<file path="src/verilog/dcs_pkg.sv">
// Display command shared types
`default_nettype none

package dcs_pkg;

    // longest parameter list in the opcode table
    localparam int MAX_PARAMS = 3;

    // supported command opcodes
    typedef enum logic [7:0] {
        OP_SET_BRIGHTNESS   = 8'h01,
        OP_SET_PIXEL_FORMAT = 8'h02,
        OP_SET_WINDOW       = 8'h03,
        OP_SOFT_RESET       = 8'h04
    } dcs_opcode_e;

    // parser FSM
    typedef enum logic [1:0] {
        IDLE   = 2'd0,
        PARAMS = 2'd1,
        EMIT   = 2'd2
    } parser_state_e;

    // collected parameter bytes, right aligned, first byte most significant
    typedef logic [8*MAX_PARAMS-1:0] dcs_params_t;

    // number of parameter bytes of one command
    typedef logic [1:0] param_count_t;

endpackage

`default_nettype wire

</file>
<file path="src/verilog/dcs_cmd_if.sv">
// Parsed command channel
`timescale 1ns/1ps
`default_nettype none

interface dcs_cmd_if;

    logic                   valid;
    logic                   ready;
    dcs_pkg::dcs_opcode_e   opcode;
    dcs_pkg::dcs_params_t   params;
    dcs_pkg::param_count_t  count;

    // parser side
    modport src (
        output valid,
        output opcode,
        output params,
        output count,
        input  ready
    );

    // register bank side
    modport dst (
        input  valid,
        input  opcode,
        input  params,
        input  count,
        output ready
    );

endinterface

`default_nettype wire

</file>
<file path="src/verilog/dcs_byte_fifo.sv">
// Input byte FIFO
`timescale 1ns/1ps
`default_nettype none

module dcs_byte_fifo #(
    parameter int DEPTH = 8
) (
    input  logic       clk,
    input  logic       rst_n,
    input  logic [7:0] in_data,
    input  logic       in_valid,
    output logic       in_ready,
    output logic [7:0] out_data,
    output logic       out_valid,
    input  logic       out_ready
);

    localparam int AW = $clog2(DEPTH);

    logic [7:0]    mem [DEPTH];
    logic [AW-1:0] wr_ptr;
    logic [AW-1:0] rd_ptr;
    logic [AW-1:0] rd_ptr_nxt;
    logic [AW:0]   count;
    logic          wr_en;
    logic          rd_en;

    assign in_ready   = (count != DEPTH[AW:0]);
    assign out_valid  = (count != '0);
    assign wr_en      = in_valid && in_ready;
    assign rd_en      = out_valid && out_ready;
    assign rd_ptr_nxt = rd_ptr + 1'b1;

    always_ff @(posedge clk or negedge rst_n) begin
        if (!rst_n) begin
            wr_ptr <= '0;
            rd_ptr <= '0;
            count  <= '0;
        end else begin
            if (wr_en) begin
                wr_ptr <= wr_ptr + 1'b1;
            end
            if (rd_en) begin
                rd_ptr <= rd_ptr_nxt;
            end
            case ({wr_en, rd_en})
                2'b10:   count <= count + 1'b1;
                2'b01:   count <= count - 1'b1;
                default: count <= count;
            endcase
        end
    end

    always_ff @(posedge clk) begin
        if (wr_en) begin
            mem[wr_ptr] <= in_data;
        end
    end

    // out_data mirrors the head entry; bypass on write into empty
    always_ff @(posedge clk) begin
        if (rd_en) begin
            if (count > 1) begin
                out_data <= mem[rd_ptr_nxt];
            end else if (wr_en) begin
                out_data <= in_data;
            end
        end else if (wr_en && count == '0) begin
            out_data <= in_data;
        end
    end

endmodule

`default_nettype wire

</file>
<file path="src/verilog/dcs_cmd_parser.sv">
// Display command parser
`timescale 1ns/1ps
`default_nettype none

module dcs_cmd_parser (
    input  logic        clk,
    input  logic        rst_n,
    input  logic [7:0]  byte_data,
    input  logic        byte_valid,
    output logic        byte_ready,
    dcs_cmd_if.src      cmd,
    output logic [7:0]  unknown_count
);

    dcs_pkg::parser_state_e state;
    dcs_pkg::param_count_t  remain;
    dcs_pkg::param_count_t  len_q;
    dcs_pkg::dcs_opcode_e   opcode_q;
    dcs_pkg::dcs_params_t   params_q;

    logic                   byte_fire;
    logic                   op_known;
    dcs_pkg::param_count_t  op_len;

    assign byte_ready = (state != dcs_pkg::EMIT);
    assign byte_fire  = byte_valid && byte_ready;

    assign cmd.valid  = (state == dcs_pkg::EMIT);
    assign cmd.opcode = opcode_q;
    assign cmd.params = params_q;
    assign cmd.count  = len_q;

    // opcode table, parameter length per opcode
    always_comb begin
        op_known = 1'b1;
        op_len   = 2'd0;
        case (byte_data)
            dcs_pkg::OP_SET_BRIGHTNESS:   op_len = 2'd2;
            dcs_pkg::OP_SET_PIXEL_FORMAT: op_len = 2'd1;
            dcs_pkg::OP_SET_WINDOW:       op_len = 2'd3;
            dcs_pkg::OP_SOFT_RESET:       op_len = 2'd0;
            default:                      op_known = 1'b0;
        endcase
    end

    always_ff @(posedge clk or negedge rst_n) begin
        if (!rst_n) begin
            state         <= dcs_pkg::IDLE;
            remain        <= '0;
            unknown_count <= '0;
        end else begin
            case (state)
                dcs_pkg::IDLE: begin
                    if (byte_fire) begin
                        if (op_known) begin
                            remain <= op_len;
                            if (op_len == 2'd0) begin
                                state <= dcs_pkg::EMIT;
                            end else begin
                                state <= dcs_pkg::PARAMS;
                            end
                        end else if (unknown_count != 8'hff) begin
                            // dropped opcode, count saturates
                            unknown_count <= unknown_count + 8'd1;
                        end
                    end
                end
                dcs_pkg::PARAMS: begin
                    if (byte_fire) begin
                        remain <= remain - 2'd1;
                        if (remain == 2'd1) begin
                            state <= dcs_pkg::EMIT;
                        end
                    end
                end
                dcs_pkg::EMIT: begin
                    if (cmd.ready) begin
                        state <= dcs_pkg::IDLE;
                    end
                end
                default: begin
                    state <= dcs_pkg::IDLE;
                end
            endcase
        end
    end

    // command payload, captured opcode then shifted parameter bytes
    always_ff @(posedge clk) begin
        if (state == dcs_pkg::IDLE && byte_fire && op_known) begin
            opcode_q <= dcs_pkg::dcs_opcode_e'(byte_data);
            len_q    <= op_len;
            params_q <= '0;
        end else if (state == dcs_pkg::PARAMS && byte_fire) begin
            params_q <= {params_q[8*(dcs_pkg::MAX_PARAMS-1)-1:0], byte_data};
        end
    end

endmodule

`default_nettype wire

</file>
<file path="src/verilog/dcs_reg_bank.sv">
// Panel configuration registers
`timescale 1ns/1ps
`default_nettype none

module dcs_reg_bank (
    input  logic                  clk,
    input  logic                  rst_n,
    dcs_cmd_if.dst                cmd,
    output logic                  upd_valid,
    input  logic                  upd_ready,
    output dcs_pkg::dcs_opcode_e  upd_opcode,
    output logic [15:0]           brightness,
    output logic [7:0]            pixel_format,
    output logic [23:0]           window
);

    logic                  cmd_fire;
    dcs_pkg::dcs_params_t  param_mask;
    dcs_pkg::dcs_params_t  params_used;

    // stall while an update record waits for the panel
    assign cmd.ready = !upd_valid || upd_ready;
    assign cmd_fire  = cmd.valid && cmd.ready;

    // only the bytes the command carried
    assign param_mask  = ~({$bits(dcs_pkg::dcs_params_t){1'b1}} << (8 * cmd.count));
    assign params_used = cmd.params & param_mask;

    always_ff @(posedge clk or negedge rst_n) begin
        if (!rst_n) begin
            brightness   <= '0;
            pixel_format <= '0;
            window       <= '0;
        end else if (cmd_fire) begin
            case (cmd.opcode)
                dcs_pkg::OP_SET_BRIGHTNESS: begin
                    brightness <= params_used[15:0];
                end
                dcs_pkg::OP_SET_PIXEL_FORMAT: begin
                    pixel_format <= params_used[7:0];
                end
                dcs_pkg::OP_SET_WINDOW: begin
                    window <= params_used;
                end
                dcs_pkg::OP_SOFT_RESET: begin
                    brightness   <= '0;
                    pixel_format <= '0;
                    window       <= '0;
                end
                default: begin
                    brightness <= brightness;
                end
            endcase
        end
    end

    // update record held until the panel takes it
    always_ff @(posedge clk or negedge rst_n) begin
        if (!rst_n) begin
            upd_valid <= 1'b0;
        end else if (cmd_fire) begin
            upd_valid <= 1'b1;
        end else if (upd_ready) begin
            upd_valid <= 1'b0;
        end
    end

    always_ff @(posedge clk) begin
        if (cmd_fire) begin
            upd_opcode <= cmd.opcode;
        end
    end

endmodule

`default_nettype wire

</file>
<file path="src/verilog/dcs_subsystem_top.sv">
// Display command subsystem
`timescale 1ns/1ps
`default_nettype none

module dcs_subsystem_top #(
    parameter int FIFO_DEPTH = 8
) (
    input  logic                  clk,
    input  logic                  rst_n,
    input  logic [7:0]            rx_data,
    input  logic                  rx_valid,
    output logic                  rx_ready,
    output logic                  upd_valid,
    input  logic                  upd_ready,
    output dcs_pkg::dcs_opcode_e  upd_opcode,
    output logic [15:0]           brightness,
    output logic [7:0]            pixel_format,
    output logic [23:0]           window,
    output logic [7:0]            unknown_count
);

    logic [7:0] fifo_data;
    logic       fifo_valid;
    logic       fifo_ready;

    dcs_cmd_if cmd_if ();

    dcs_byte_fifo #(
        .DEPTH (FIFO_DEPTH)
    ) u_fifo (
        .clk       (clk),
        .rst_n     (rst_n),
        .in_data   (rx_data),
        .in_valid  (rx_valid),
        .in_ready  (rx_ready),
        .out_data  (fifo_data),
        .out_valid (fifo_valid),
        .out_ready (fifo_ready)
    );

    dcs_cmd_parser u_parser (
        .clk           (clk),
        .rst_n         (rst_n),
        .byte_data     (fifo_data),
        .byte_valid    (fifo_valid),
        .byte_ready    (fifo_ready),
        .cmd           (cmd_if.src),
        .unknown_count (unknown_count)
    );

    dcs_reg_bank u_reg_bank (
        .clk          (clk),
        .rst_n        (rst_n),
        .cmd          (cmd_if.dst),
        .upd_valid    (upd_valid),
        .upd_ready    (upd_ready),
        .upd_opcode   (upd_opcode),
        .brightness   (brightness),
        .pixel_format (pixel_format),
        .window       (window)
    );

endmodule

`default_nettype wire
</file>
<file path="config.mk">
export PLATFORM = sky130hd
export DESIGN_NAME = dcs_subsystem_top
export DESIGN_NICKNAME = d
export VERILOG_FILES = /design/src/verilog/dcs_pkg.sv /design/src/verilog/dcs_cmd_if.sv /design/src/verilog/dcs_byte_fifo.sv /design/src/verilog/dcs_cmd_parser.sv /design/src/verilog/dcs_reg_bank.sv /design/src/verilog/dcs_subsystem_top.sv
export SDC_FILE = /design/constraint.sdc
export NUM_CORES = 1
export LEC_CHECK = 0
export BUFFER_PORTS_ARGS = -buffer_cell sky130_fd_sc_hd__buf_4
export CAP_MARGIN = 20
export CORE_UTILIZATION = 35
export CTS_CLUSTER_DIAMETER = 200
export CTS_CLUSTER_SIZE = 10
export DETAILED_ROUTE_END_ITERATION = 12
export PLACE_DENSITY = 0.59
export SYNTH_ARGS = -nofsm -noshare
export SYNTH_HDL_FRONTEND = slang
export SYNTH_SLANG_ARGS = --single-unit
</file>
<file path="constraint.sdc">
create_clock -name clk -period 2.6 [get_ports clk]
set_input_delay 0.13 -clock clk [delete_from_list [all_inputs] [get_ports clk]]
set_output_delay 0.13 -clock clk [all_outputs]
set_load 0.005 [all_outputs]
</file>
==> flow_metrics.py, run 1 <==
metrics = {
    "critical_path": {
        "crit_arrival_ns": 2.64,
        "end_kind": "flop",
        "cp-start-kind": "flop",
        "path_max_fanout": 6,
        "max_stage_delay_ns": 0.46,
        "r2r_setup_slack_ns": 0.31,
        "rr_startpoint": "u_fifo.count[0]",
        "crit_type": "reg2reg",
        "worstPathRequired_ns": 2.95,
        "worstRegToRegCells": 9,
        "cpMaxStageDelayCell": "dfrtp_1",
        "cp_top_family": "simple AND/OR/NAND/NOR gates",
        "worstReg2RegEnd": "u_fifo.count[3]",
        "path_buf_inv": 2,
        "path_cells": "inv_1, ha_1, nand3b_1, and2_0, inv_1, ha_1, nand4b_1, a21oi_1, xor2_1",
    },
    "sta": {
        "drv_slew": 0,
        "fmax_ghz": 0.4367,
        "finalHoldViolations": 0,
        "relSlewSlack_pct": 40.31,
        "whs_ns": 0.09232,
        "timing.final.crit_share_pct": 88.07,
        "setup_viol": 0,
        "rsz0062_at_grt": "false",
        "tightest_slew_ns": 0.8953,
        "layout_min_cycle_time_ns": 2.290,
        "tns_ns": 0,
        "finClkSkew_ns": 0.01463,
    },
    "power": {
        "pwr-share-seq_pct": 44.7,
        "switchingPower_mw": 3.160,
        "p_leak_nw": 3.822,
        "pwr-share-comb_pct": 29.2,
        "p_clk_share_pct": 26.1,
        "vdd_ir_drop_max_mv": 0.5294,
        "intPower_mw": 6.377,
        "powerDensity_mw_per_mm2": 1052,
        "p_sw_share_pct": 33.14,
    },
    "floorplanning": {
        "dieWidth_um": 148.3,
        "die_h_um": 148.3,
        "initial_core_util_pct": 35.62,
        "row_count": 53,
        "dieArea_sq_mm": 0.02198,
        "ios": 78,
        "core_sq_mm": 0.02102,
    },
    "place": {
        "dpl.cell_count": 883,
        "dp_hpwl_um": 10280,
        "place.gp.congestion": 0.7761,
        "port_buffers": 77,
        "place_area_sq_mm": 0.008407,
    },
    "min_path": {
        "min_from": "upd_ready",
        "hold_end": "u_reg_bank.upd_valid",
        "hold_path.class": "in2reg",
        "hold_depth": 3,
    },
    "global_routing": {
        "grt_pass1_vias": 4603,
        "grt_max_degree": 72,
        "grt_pass1_wl_um": 24110,
        "grt-ovfl-total": 0,
        "grt_util_all_layers_pct": 14.22,
        "antenna_found_initial": 0,
    },
    "outcome": {
        "status": "complete, no violations",
    },
    "cells_and_area": {
        "final_cells": 924,
        "final_cell_mix": "94 x buf_4, 90 x edfxtp_1, 71 x dfrtp_1",
        "design_area_sq_mm": 0.009064,
        "register_area_sq_mm": 0.004960,
        "area_growth_pct": 21.06,
        "diodes": 0,
        "post-route-util_pct": 43.12,
        "final_common_cell": "buf_4",
        "nFillCells": 1903,
        "drive_above_1_share_pct": 27.12,
        "nNetsFinal": 657,
        "multi_input_area_sq_mm": 0.002313,
    },
    "clock_tree": {
        "clk_pin_slew_ns": 0.07,
        "cts.path.max_buffers": 2,
        "insertion_delay_ns": 0.43,
        "htreeDepth": 4,
        "cts_made_buffers": 17,
        "cts.repair.resized": 0,
        "post_cts.repair.setup_buffers": 0,
        "clock-sinks": 185,
        "cts_tree": "done",
        "root_buffer": "clkbuf_16",
    },
    "route": {
        "vias": 4537,
        "wl_met1_um": 6673,
        "post_drt_wl_per_cell_um": 16.10,
        "wl_met3_um": 665,
        "highest_layer": "met4",
        "ant_nets": 0,
        "dr_wl_met2_um": 7339,
        "drc": 0,
        "first_iter_violations": 319,
        "drt-pass1-iter-count": 4,
        "routed_wl_um": 14880,
        "via_per_inst": 4.910,
    },
    "logic_synthesis": {
        "synth_warnings": 0,
        "ys_ff_latch": 185,
        "synth_area_sq_mm": 0.007487,
        "synth_cells": 536,
        "postSynthAreaPerCell_sq_um": 13.97,
        "synth.distinct_cells": 54,
        "async_flop_share_pct": 38.38,
        "yosysTopAreaCell": "edfxtp_1",
        "synth_nets": 557,
        "synth_area_leaders": "edfxtp_1 36%, dfrtp_1 24%, dfxtp_1 6.4%",
        "synth_top_area_share_pct": 36.10,
        "ys_seq_area_share_pct": 66.24,
        "synth_flop_cell": "edfxtp_1",
        "synth_edf_count": 90,
    },
    "run": {
        "drv_cap": 0,
    },
}
[repair_timing]
item,in CTS,in global routing
endpoints found under the hold margin,135,0
endpoints found under the setup margin,0,0
hold buffers,9,0
[through the flow]
step	setup WS [ns]	power, mW
after floorplan	0.4110	6.153
after global placement	0.3539	7.022
after detailed placement	0.2865	7.130
after CTS	0.2695	9.652
after global routing	0.1102	10.10
final	0.3101	9.537
[power by group through the flow]
stage / sequential [mW] / combinational (mW) / clock (mW)
4_1_cts: 4.26 / 2.84 / 2.55
3_3_place_gp: 4.29 / 2.73 / 0
5_1_grt: 4.34 / 3.10 / 2.67
3_5_place_dp: 4.32 / 2.81 / 0
2_1_floorplan: 4.15 / 2.01 / 0
6_report: 4.26 / 2.79 / 2.49
[Yosys cell counts, types with 7 or more instances]
library cell  instances
xor2_1               11
mux2_2               21
edfxtp_1             90
nor2_1               24
nand3_1               7
inv_1                17
ha_1                  9
o21ai_0              19
mux4_2               16
dfrtp_1              71
dfxtp_1              24
and2_1               12
a22o_1                8
nand2_1              70
clkbuf_1             11
a21oi_1              35
mux2i_1              18
[state kept, by name (all words and copies together) (netlist names)]
| signal | flops |
|---|---|
| u_reg_bank.window | 24 |
| u_parser.remain | 2 |
| u_fifo.wr_ptr | 3 |
| u_parser.cmd.count | 2 |
| u_parser.unknown_count | 8 |
| u_parser.cmd.opcode | 8 |
| u_parser.state | 2 |
| u_reg_bank.brightness | 16 |
| u_fifo.mem | 64 |
| u_fifo.rd_ptr | 3 |
| u_reg_bank.upd_opcode | 8 |
| u_reg_bank.upd_valid | 1 |
| u_reg_bank.pixel_format | 8 |
| u_parser.cmd.params | 24 |
| u_fifo.out_data | 8 |
| u_fifo.count | 4 |
[cell type report]
| class | count | share of cell area [%] |
|---|---|---|
| sequential | 185 | 54.72 |
| multi-input combinational | 311 | 25.52 |
| timing repair buffer | 104 | 9.001 |
| clock buffer | 19 | 4.887 |
| tap | 275 | 3.796 |
| clock inverter | 13 | 1.367 |
| inverter | 17 | 0.7040 |
[worst min-delay path, cell delays in order]
cell and delay, ns:
buf_4 0.07, nand2b_1 0.20, nand2_1 0.07
[logic make-up (layout without fill, tap and decap cells)]
| kind of cell | count (synthesis) | after routing | share of synthesized area (%) |
|---|---|---|---|
| flip-flops | 185 | 185 | 66.24 |
| adder cells (fa/ha/maj) | 9 | 9 | 1.504 |
| XOR/XNOR | 17 | 17 | 1.989 |
| buffers and inverters | 40 | 153 | 2.857 |
| AND/OR/NAND/NOR | 154 | 154 | 10.41 |
| AO/OA/AOI/OAI | 71 | 71 | 5.615 |
| multiplexers | 60 | 60 | 11.38 |
[metal layers]
layer | global-route usage [%] | up-vias
li1 | - | 2129
met1 | 18.21 | 2270
met2 | 23.62 | 115
met3 | 3.742 | 23
met4 | 4.227 | 0
met5 | 0 | -
[worst max path at each step]
stage,from,endpoint,depth (start not counted)
2_1_floorplan,u_fifo.count[0],u_fifo.mem[0][0],6
3_3_place_gp,u_fifo.count[0],u_fifo.count[3],9
3_5_place_dp,u_fifo.count[0],u_fifo.count[3],9
4_1_cts,u_fifo.count[0],u_fifo.count[3],9
5_1_grt,u_fifo.count[0],u_fifo.count[3],9
6_report,u_fifo.count[0],u_fifo.count[3],9
Note: power is estimated with default switching activity, not from simulation.
==> inputs of run 2 (changes only) <==
==> constraint.sdc (replaced) <==
create_clock -name clk -period 2.6 [get_ports clk]
set_input_delay 0.26 -clock clk [delete_from_list [all_inputs] [get_ports clk]]
set_output_delay 0.26 -clock clk [all_outputs]
set_load 0.005 [all_outputs]
==> run 2 against run 1 <==
Via count fell by 1.5%. Setup slack worse by 0.0054 ns. Cell count is 0.87% lower. Flip-flop and latch count unchanged. Cell area fell by 0.88%. Non-clock buffer count shrank 8. Power decreased by 0.20%. Combinational power hardly changed. First-iteration DRC count up 2.2%. Utilization down 0.38 points. Critical path depth unchanged. Register-to-register slack about the same.
==> flow_metrics.py, run 2 (same netlist as run 1, synthesis figures left out) <==
metrics = {
    "critical_path": {
        "path_max_fanout": 6,
        "end_kind": "flop",
        "cpMaxStageDelayCell": "dfrtp_1",
        "crit_arrival_ns": 2.65,
        "crit_type": "reg2reg",
        "path_cells": "inv_1, ha_1, nand3b_1, and2_0, inv_1, ha_1, nand4b_1, a21oi_1, xor2_1",
        "cp_top_family": "simple AND/OR/NAND/NOR gates",
        "worstPathRequired_ns": 2.95,
        "max_stage_delay_ns": 0.46,
        "cp-start-kind": "flop",
        "path_buf_inv": 2,
    },
    "power": {
        "powerDensity_mw_per_mm2": 1059,
        "p_total_mw": 9.518,
        "p_leak_nw": 3.789,
        "vdd_ir_drop_max_mv": 0.5259,
        "pwr-share-comb_pct": 29.1,
        "switchingPower_mw": 3.149,
        "pwr-share-seq_pct": 44.8,
        "intPower_mw": 6.369,
        "p_sw_share_pct": 33.09,
        "p_clk_share_pct": 26.1,
    },
    "cells_and_area": {
        "design_area_sq_mm": 0.008984,
        "regMostFlops": "u_fifo.mem",
        "nNetsFinal": 649,
        "drive_above_1_share_pct": 27.46,
        "largest_register_ffs": 64,
        "area_growth_pct": 19.99,
        "final_common_cell": "buf_4",
        "final_cell_mix": "94 x buf_4, 90 x edfxtp_1, 71 x dfrtp_1",
        "diodes": 0,
    },
    "route": {
        "drc": 0,
        "via_per_inst": 4.879,
        "ant_nets": 0,
        "vias": 4469,
        "drt-pass1-iter-count": 4,
        "first_iter_violations": 326,
        "post_drt_wl_per_cell_um": 16.18,
        "routed_wl_um": 14830,
    },
    "place": {
        "place.gp.congestion": 0.7761,
        "place_area_sq_mm": 0.008407,
        "port_buffers": 77,
        "dp_hpwl_um": 10280,
        "preCtsSetupSlack_ns": 0.2865,
    },
    "global_routing": {
        "antenna_found_initial": 0,
        "grt-ovfl-total": 0,
        "grt_util_all_layers_pct": 14.23,
        "grt_pass1_wl_um": 24120,
        "grt_pass1_vias": 4608,
        "grt_max_degree": 72,
    },
    "sta": {
        "drv_slew": 0,
        "layout_min_cycle_time_ns": 2.295,
        "fin_ws_ns": 0.3047,
        "relSlewSlack_pct": 39.91,
        "finalHoldViolations": 0,
        "timing.final.crit_share_pct": 88.28,
        "rsz0062_at_grt": "false",
        "setup_viol": 0,
        "whs_ns": 0.08557,
        "tns_ns": 0,
        "tightest_slew_ns": 0.9013,
        "finClkSkew_ns": 0.01318,
        "fmax_ghz": 0.4357,
    },
    "clock_tree": {
        "cts_tree": "done",
        "post_cts.repair.setup_buffers": 0,
        "insertion_delay_ns": 0.43,
        "cts.repair.resized": 0,
        "cts_made_buffers": 17,
        "htreeDepth": 4,
        "root_buffer": "clkbuf_16",
        "cts.path.max_buffers": 2,
        "clk_pin_slew_ns": 0.07,
        "clock-sinks": 185,
    },
    "run": {
        "drv_cap": 0,
    },
    "floorplanning": {
        "dieArea_sq_mm": 0.02198,
        "dieWidth_um": 148.3,
        "initial_core_util_pct": 35.62,
        "ios": 78,
        "core_sq_mm": 0.02102,
        "row_count": 53,
        "die_h_um": 148.3,
    },
    "min_path": {
        "hold_path.class": "in2reg",
    },
    "outcome": {
        "status": "complete, no violations",
    },
}
## run 2: cell count changes in the layout (fill, tap and decap cells not counted), sizes merged
cell,delta
dlygate4sd3,-8
## run 2: timing repair
| item | 4_1_cts | 5_1_grt |
|---|---|---|
| hold buffers | 1 | 0 |
| setup endpoints to repair | 0 | 0 |
| hold endpoints to repair | 63 | 0 |
## run 2: final timing paths
path / from / to / slack, ns / depth (start not counted)
setup / recovery: u_fifo.count[0] / u_fifo.count[3] / 0.30 / 9
max in group asynchronous: rst_n / u_reg_bank.window[15] / 1.51 / 2
hold reg to reg: u_parser.cmd.params[21] / u_reg_bank.window[21] / 0.46 / 1
min in group asynchronous: rst_n / u_parser.unknown_count[3] / 0.52 / 2
setup reg to reg: u_fifo.count[0] / u_fifo.count[3] / 0.30 / 9
hold / removal: rx_data[7] / u_fifo.mem[3][7] / 0.09 / 1
## run 2: worst register-to-register path: stages (launching register included)
cell and delay [ns]:
dfrtp_1 0.46, inv_1 0.10, ha_1 0.23, nand3b_1 0.13
and2_0 0.37, inv_1 0.15, ha_1 0.27, nand4b_1 0.19
a21oi_1 0.17, xor2_1 0.16
## run 2: power by group through the flow
stage               registers [mW]  clock network, mW  logic [mW]
floorplan                     4.15                  0        2.01
global placement              4.29                  0        2.73
detailed placement            4.32                  0        2.81
CTS                           4.26               2.55        2.83
global route                  4.34               2.67        3.09
finish                        4.26               2.49        2.77
## run 2: stage by stage
stage               instances  util (%)
floorplan                 536         -
global placement          883     39.99
detailed placement        883     39.99
CTS                       916     42.74
global route              916     42.74
finish                    916     42.74
## run 2: layout make-up
| cell class | instances | area, sq um |
|---|---|---|
| Inverter | 17 | 63.81 |
| Sequential cell | 185 | 4960 |
| Multi-Input combinational cell | 311 | 2313 |
| Clock buffer | 19 | 442.9 |
| Tap cell | 275 | 344.1 |
| Fill cell | 1914 | 12040 |
| Timing Repair Buffer | 96 | 735.7 |
| Clock inverter | 13 | 123.9 |
## run 2: layer usage
metal / up-vias / GRT usage, % / wire length, um / part of all wire (%)
met5: - / 0 / 0 / 0
met4: 0 / 4.227 / 101 / 0.68
met3: 10 / 3.742 / 566 / 3.8
met2: 87 / 23.59 / 7448 / 50
met1: 2262 / 18.25 / 6709 / 45
li1: 2110 / - / - / -
==> inputs of run 3 (changes only) <==
--- a/config.mk
+++ b/config.mk
@@ -11,6 +11,7 @@
 export CTS_CLUSTER_DIAMETER = 200
 export CTS_CLUSTER_SIZE = 10
 export DETAILED_ROUTE_END_ITERATION = 12
+export GPL_TIMING_DRIVEN = 0
 export PLACE_DENSITY = 0.59
 export SYNTH_ARGS = -nofsm -noshare
 export SYNTH_HDL_FRONTEND = slang
==> run 3 against run 2 <==
The run now ends with design-rule violations left. Clock skew barely moved. Sequential power barely moved. Register-to-register slack got worse by 0.21 ns. Sequential share of layout area fell by 0.43 points.
==> flow_metrics.py, run 3 (same netlist as run 1, synthesis figures left out) <==
metrics = {
    "cells_and_area": {
        "drive_above_1_share_pct": 27.01,
        "multi_input_area_sq_mm": 0.002327,
        "area_growth_pct": 20.92,
        "post-route-util_pct": 43.07,
        "design_area_sq_mm": 0.009054,
        "largest_register_ffs": 64,
        "register_area_sq_mm": 0.004960,
        "regMostFlops": "u_fifo.mem",
        "diodes": 0,
        "final_cells": 923,
        "final_cell_mix": "90 x edfxtp_1, 80 x buf_4, 71 x dfrtp_1",
        "final_common_cell": "edfxtp_1",
        "nNetsFinal": 656,
        "nFillCells": 1901,
    },
    "critical_path": {
        "cp-start-kind": "flop",
        "worstPathRequired_ns": 2.66,
        "end_kind": "flop",
        "crit_type": "reg2reg",
        "crit_arrival_ns": 2.57,
        "path_max_fanout": 8,
    },
    "route": {
        "post_drt_wl_per_cell_um": 16.13,
        "vias": 4506,
        "drt-pass1-iter-count": 9,
        "drc": 2,
        "first_iter_violations": 246,
        "ant_nets": 0,
        "routed_wl_um": 14890,
        "via_per_inst": 4.882,
    },
    "power": {
        "p_leak_nw": 3.791,
        "pwr-share-seq_pct": 44.5,
        "powerDensity_mw_per_mm2": 1058,
        "intPower_mw": 6.323,
        "p_clk_share_pct": 26.8,
        "pwr-share-comb_pct": 28.8,
        "p_total_mw": 9.575,
        "switchingPower_mw": 3.252,
        "p_sw_share_pct": 33.96,
        "vdd_ir_drop_max_mv": 0.5389,
    },
    "clock_tree": {
        "post_cts.repair.setup_buffers": 0,
        "clock-sinks": 185,
        "cts_made_buffers": 17,
        "clk_pin_slew_ns": 0.08,
        "htreeDepth": 4,
        "cts.path.max_buffers": 2,
        "cts_tree": "done",
        "insertion_delay_ns": 0.43,
        "root_buffer": "clkbuf_16",
    },
    "sta": {
        "layout_min_cycle_time_ns": 2.510,
        "setup_viol": 0,
        "timing.final.crit_share_pct": 96.54,
        "tightest_slew_ns": 1.084,
        "rsz0062_at_grt": "true",
        "fin_ws_ns": 0.08987,
        "tns_ns": 0,
        "finalHoldViolations": 0,
        "finClkSkew_ns": 0.01302,
        "drv_slew": 0,
        "relSlewSlack_pct": 27.47,
        "fmax_ghz": 0.3984,
        "whs_ns": 0.07816,
    },
    "run": {
        "drv_cap": 0,
    },
    "floorplanning": {
        "row_count": 53,
        "dieWidth_um": 148.3,
        "initial_core_util_pct": 35.62,
        "ios": 78,
        "dieArea_sq_mm": 0.02198,
        "core_sq_mm": 0.02102,
        "die_h_um": 148.3,
    },
    "place": {
        "preCtsSetupSlack_ns": -0.006840,
        "place.gp.congestion": 0.7935,
        "place_area_sq_mm": 0.008424,
        "port_buffers": 77,
        "dp_hpwl_um": 10540,
        "dpl.cell_count": 890,
    },
    "global_routing": {
        "grt-ovfl-total": 0,
        "grt_util_all_layers_pct": 14.38,
        "grt_pass1_vias": 4637,
        "grt_max_degree": 72,
        "antenna_found_initial": 0,
        "grt_pass1_wl_um": 24280,
    },
    "outcome": {
        "violations": "design-rule violations",
        "status": "finished, violations left",
    },
    "min_path": {
        "hold_path.class": "in2reg",
    },
}
run 3: layout make-up:
cell class / count / area share (%)
buffer: 23 / 1.672
clock buffer: 17 / 4.699
clock inverter: 15 / 1.976
inverter: 17 / 0.7048
multi-input combinational: 311 / 25.70
sequential: 185 / 54.78
tap: 275 / 3.800
timing repair buffer: 80 / 6.661
run 3: timing repair:
item | 4_1_cts | 5_1_grt
gates resized for setup | 3 | 1
endpoints found under the hold margin | 9 | 0
hold buffers | 1 | 0
setup endpoints to repair | 14 | 61
run 3: final timing paths:
path,slack [ns],start,endpoint,depth (start not counted)
setup / recovery,0.09,u_fifo.count[0],u_fifo.mem[4][4],6
hold / removal,0.08,rx_data[0],u_fifo.mem[0][0],1
setup reg to reg,0.09,u_fifo.count[0],u_fifo.mem[4][4],6
hold reg to reg,0.47,u_parser.cmd.opcode[3],u_reg_bank.upd_opcode[3],0
max in group asynchronous,1.48,rst_n,u_reg_bank.window[21],2
min in group asynchronous,0.53,rst_n,u_parser.unknown_count[6],2
run 3: routing by layer:
metal | wire length (um) | up-vias | share of wire [%] | GRT usage (%)
li1 | - | 2142 | - | -
met1 | 6664 | 2240 | 45 | 17.62
met2 | 7502 | 114 | 50 | 25.09
met3 | 601 | 10 | 4.0 | 3.528
met4 | 124 | 0 | 0.83 | 4.072
met5 | 0 | - | 0 | 0
run 3: critical path, cell delays in order, from the launching register on:
cell	delay, ns
dfrtp_1	0.46
inv_1	0.11
ha_1	0.23
nand3b_1	0.12
and2_0	0.35
nand2b_1	0.22
nor2_1	0.65
run 3: power groups by stage:
stage | Clock [mW] | Combinational, mW | Sequential (mW)
5_1_grt | 2.73 | 3.10 | 4.33
3_3_place_gp | 0 | 2.70 | 4.28
2_1_floorplan | 0 | 2.01 | 4.15
6_report | 2.56 | 2.76 | 4.26
3_5_place_dp | 0 | 2.78 | 4.31
4_1_cts | 2.62 | 2.80 | 4.26
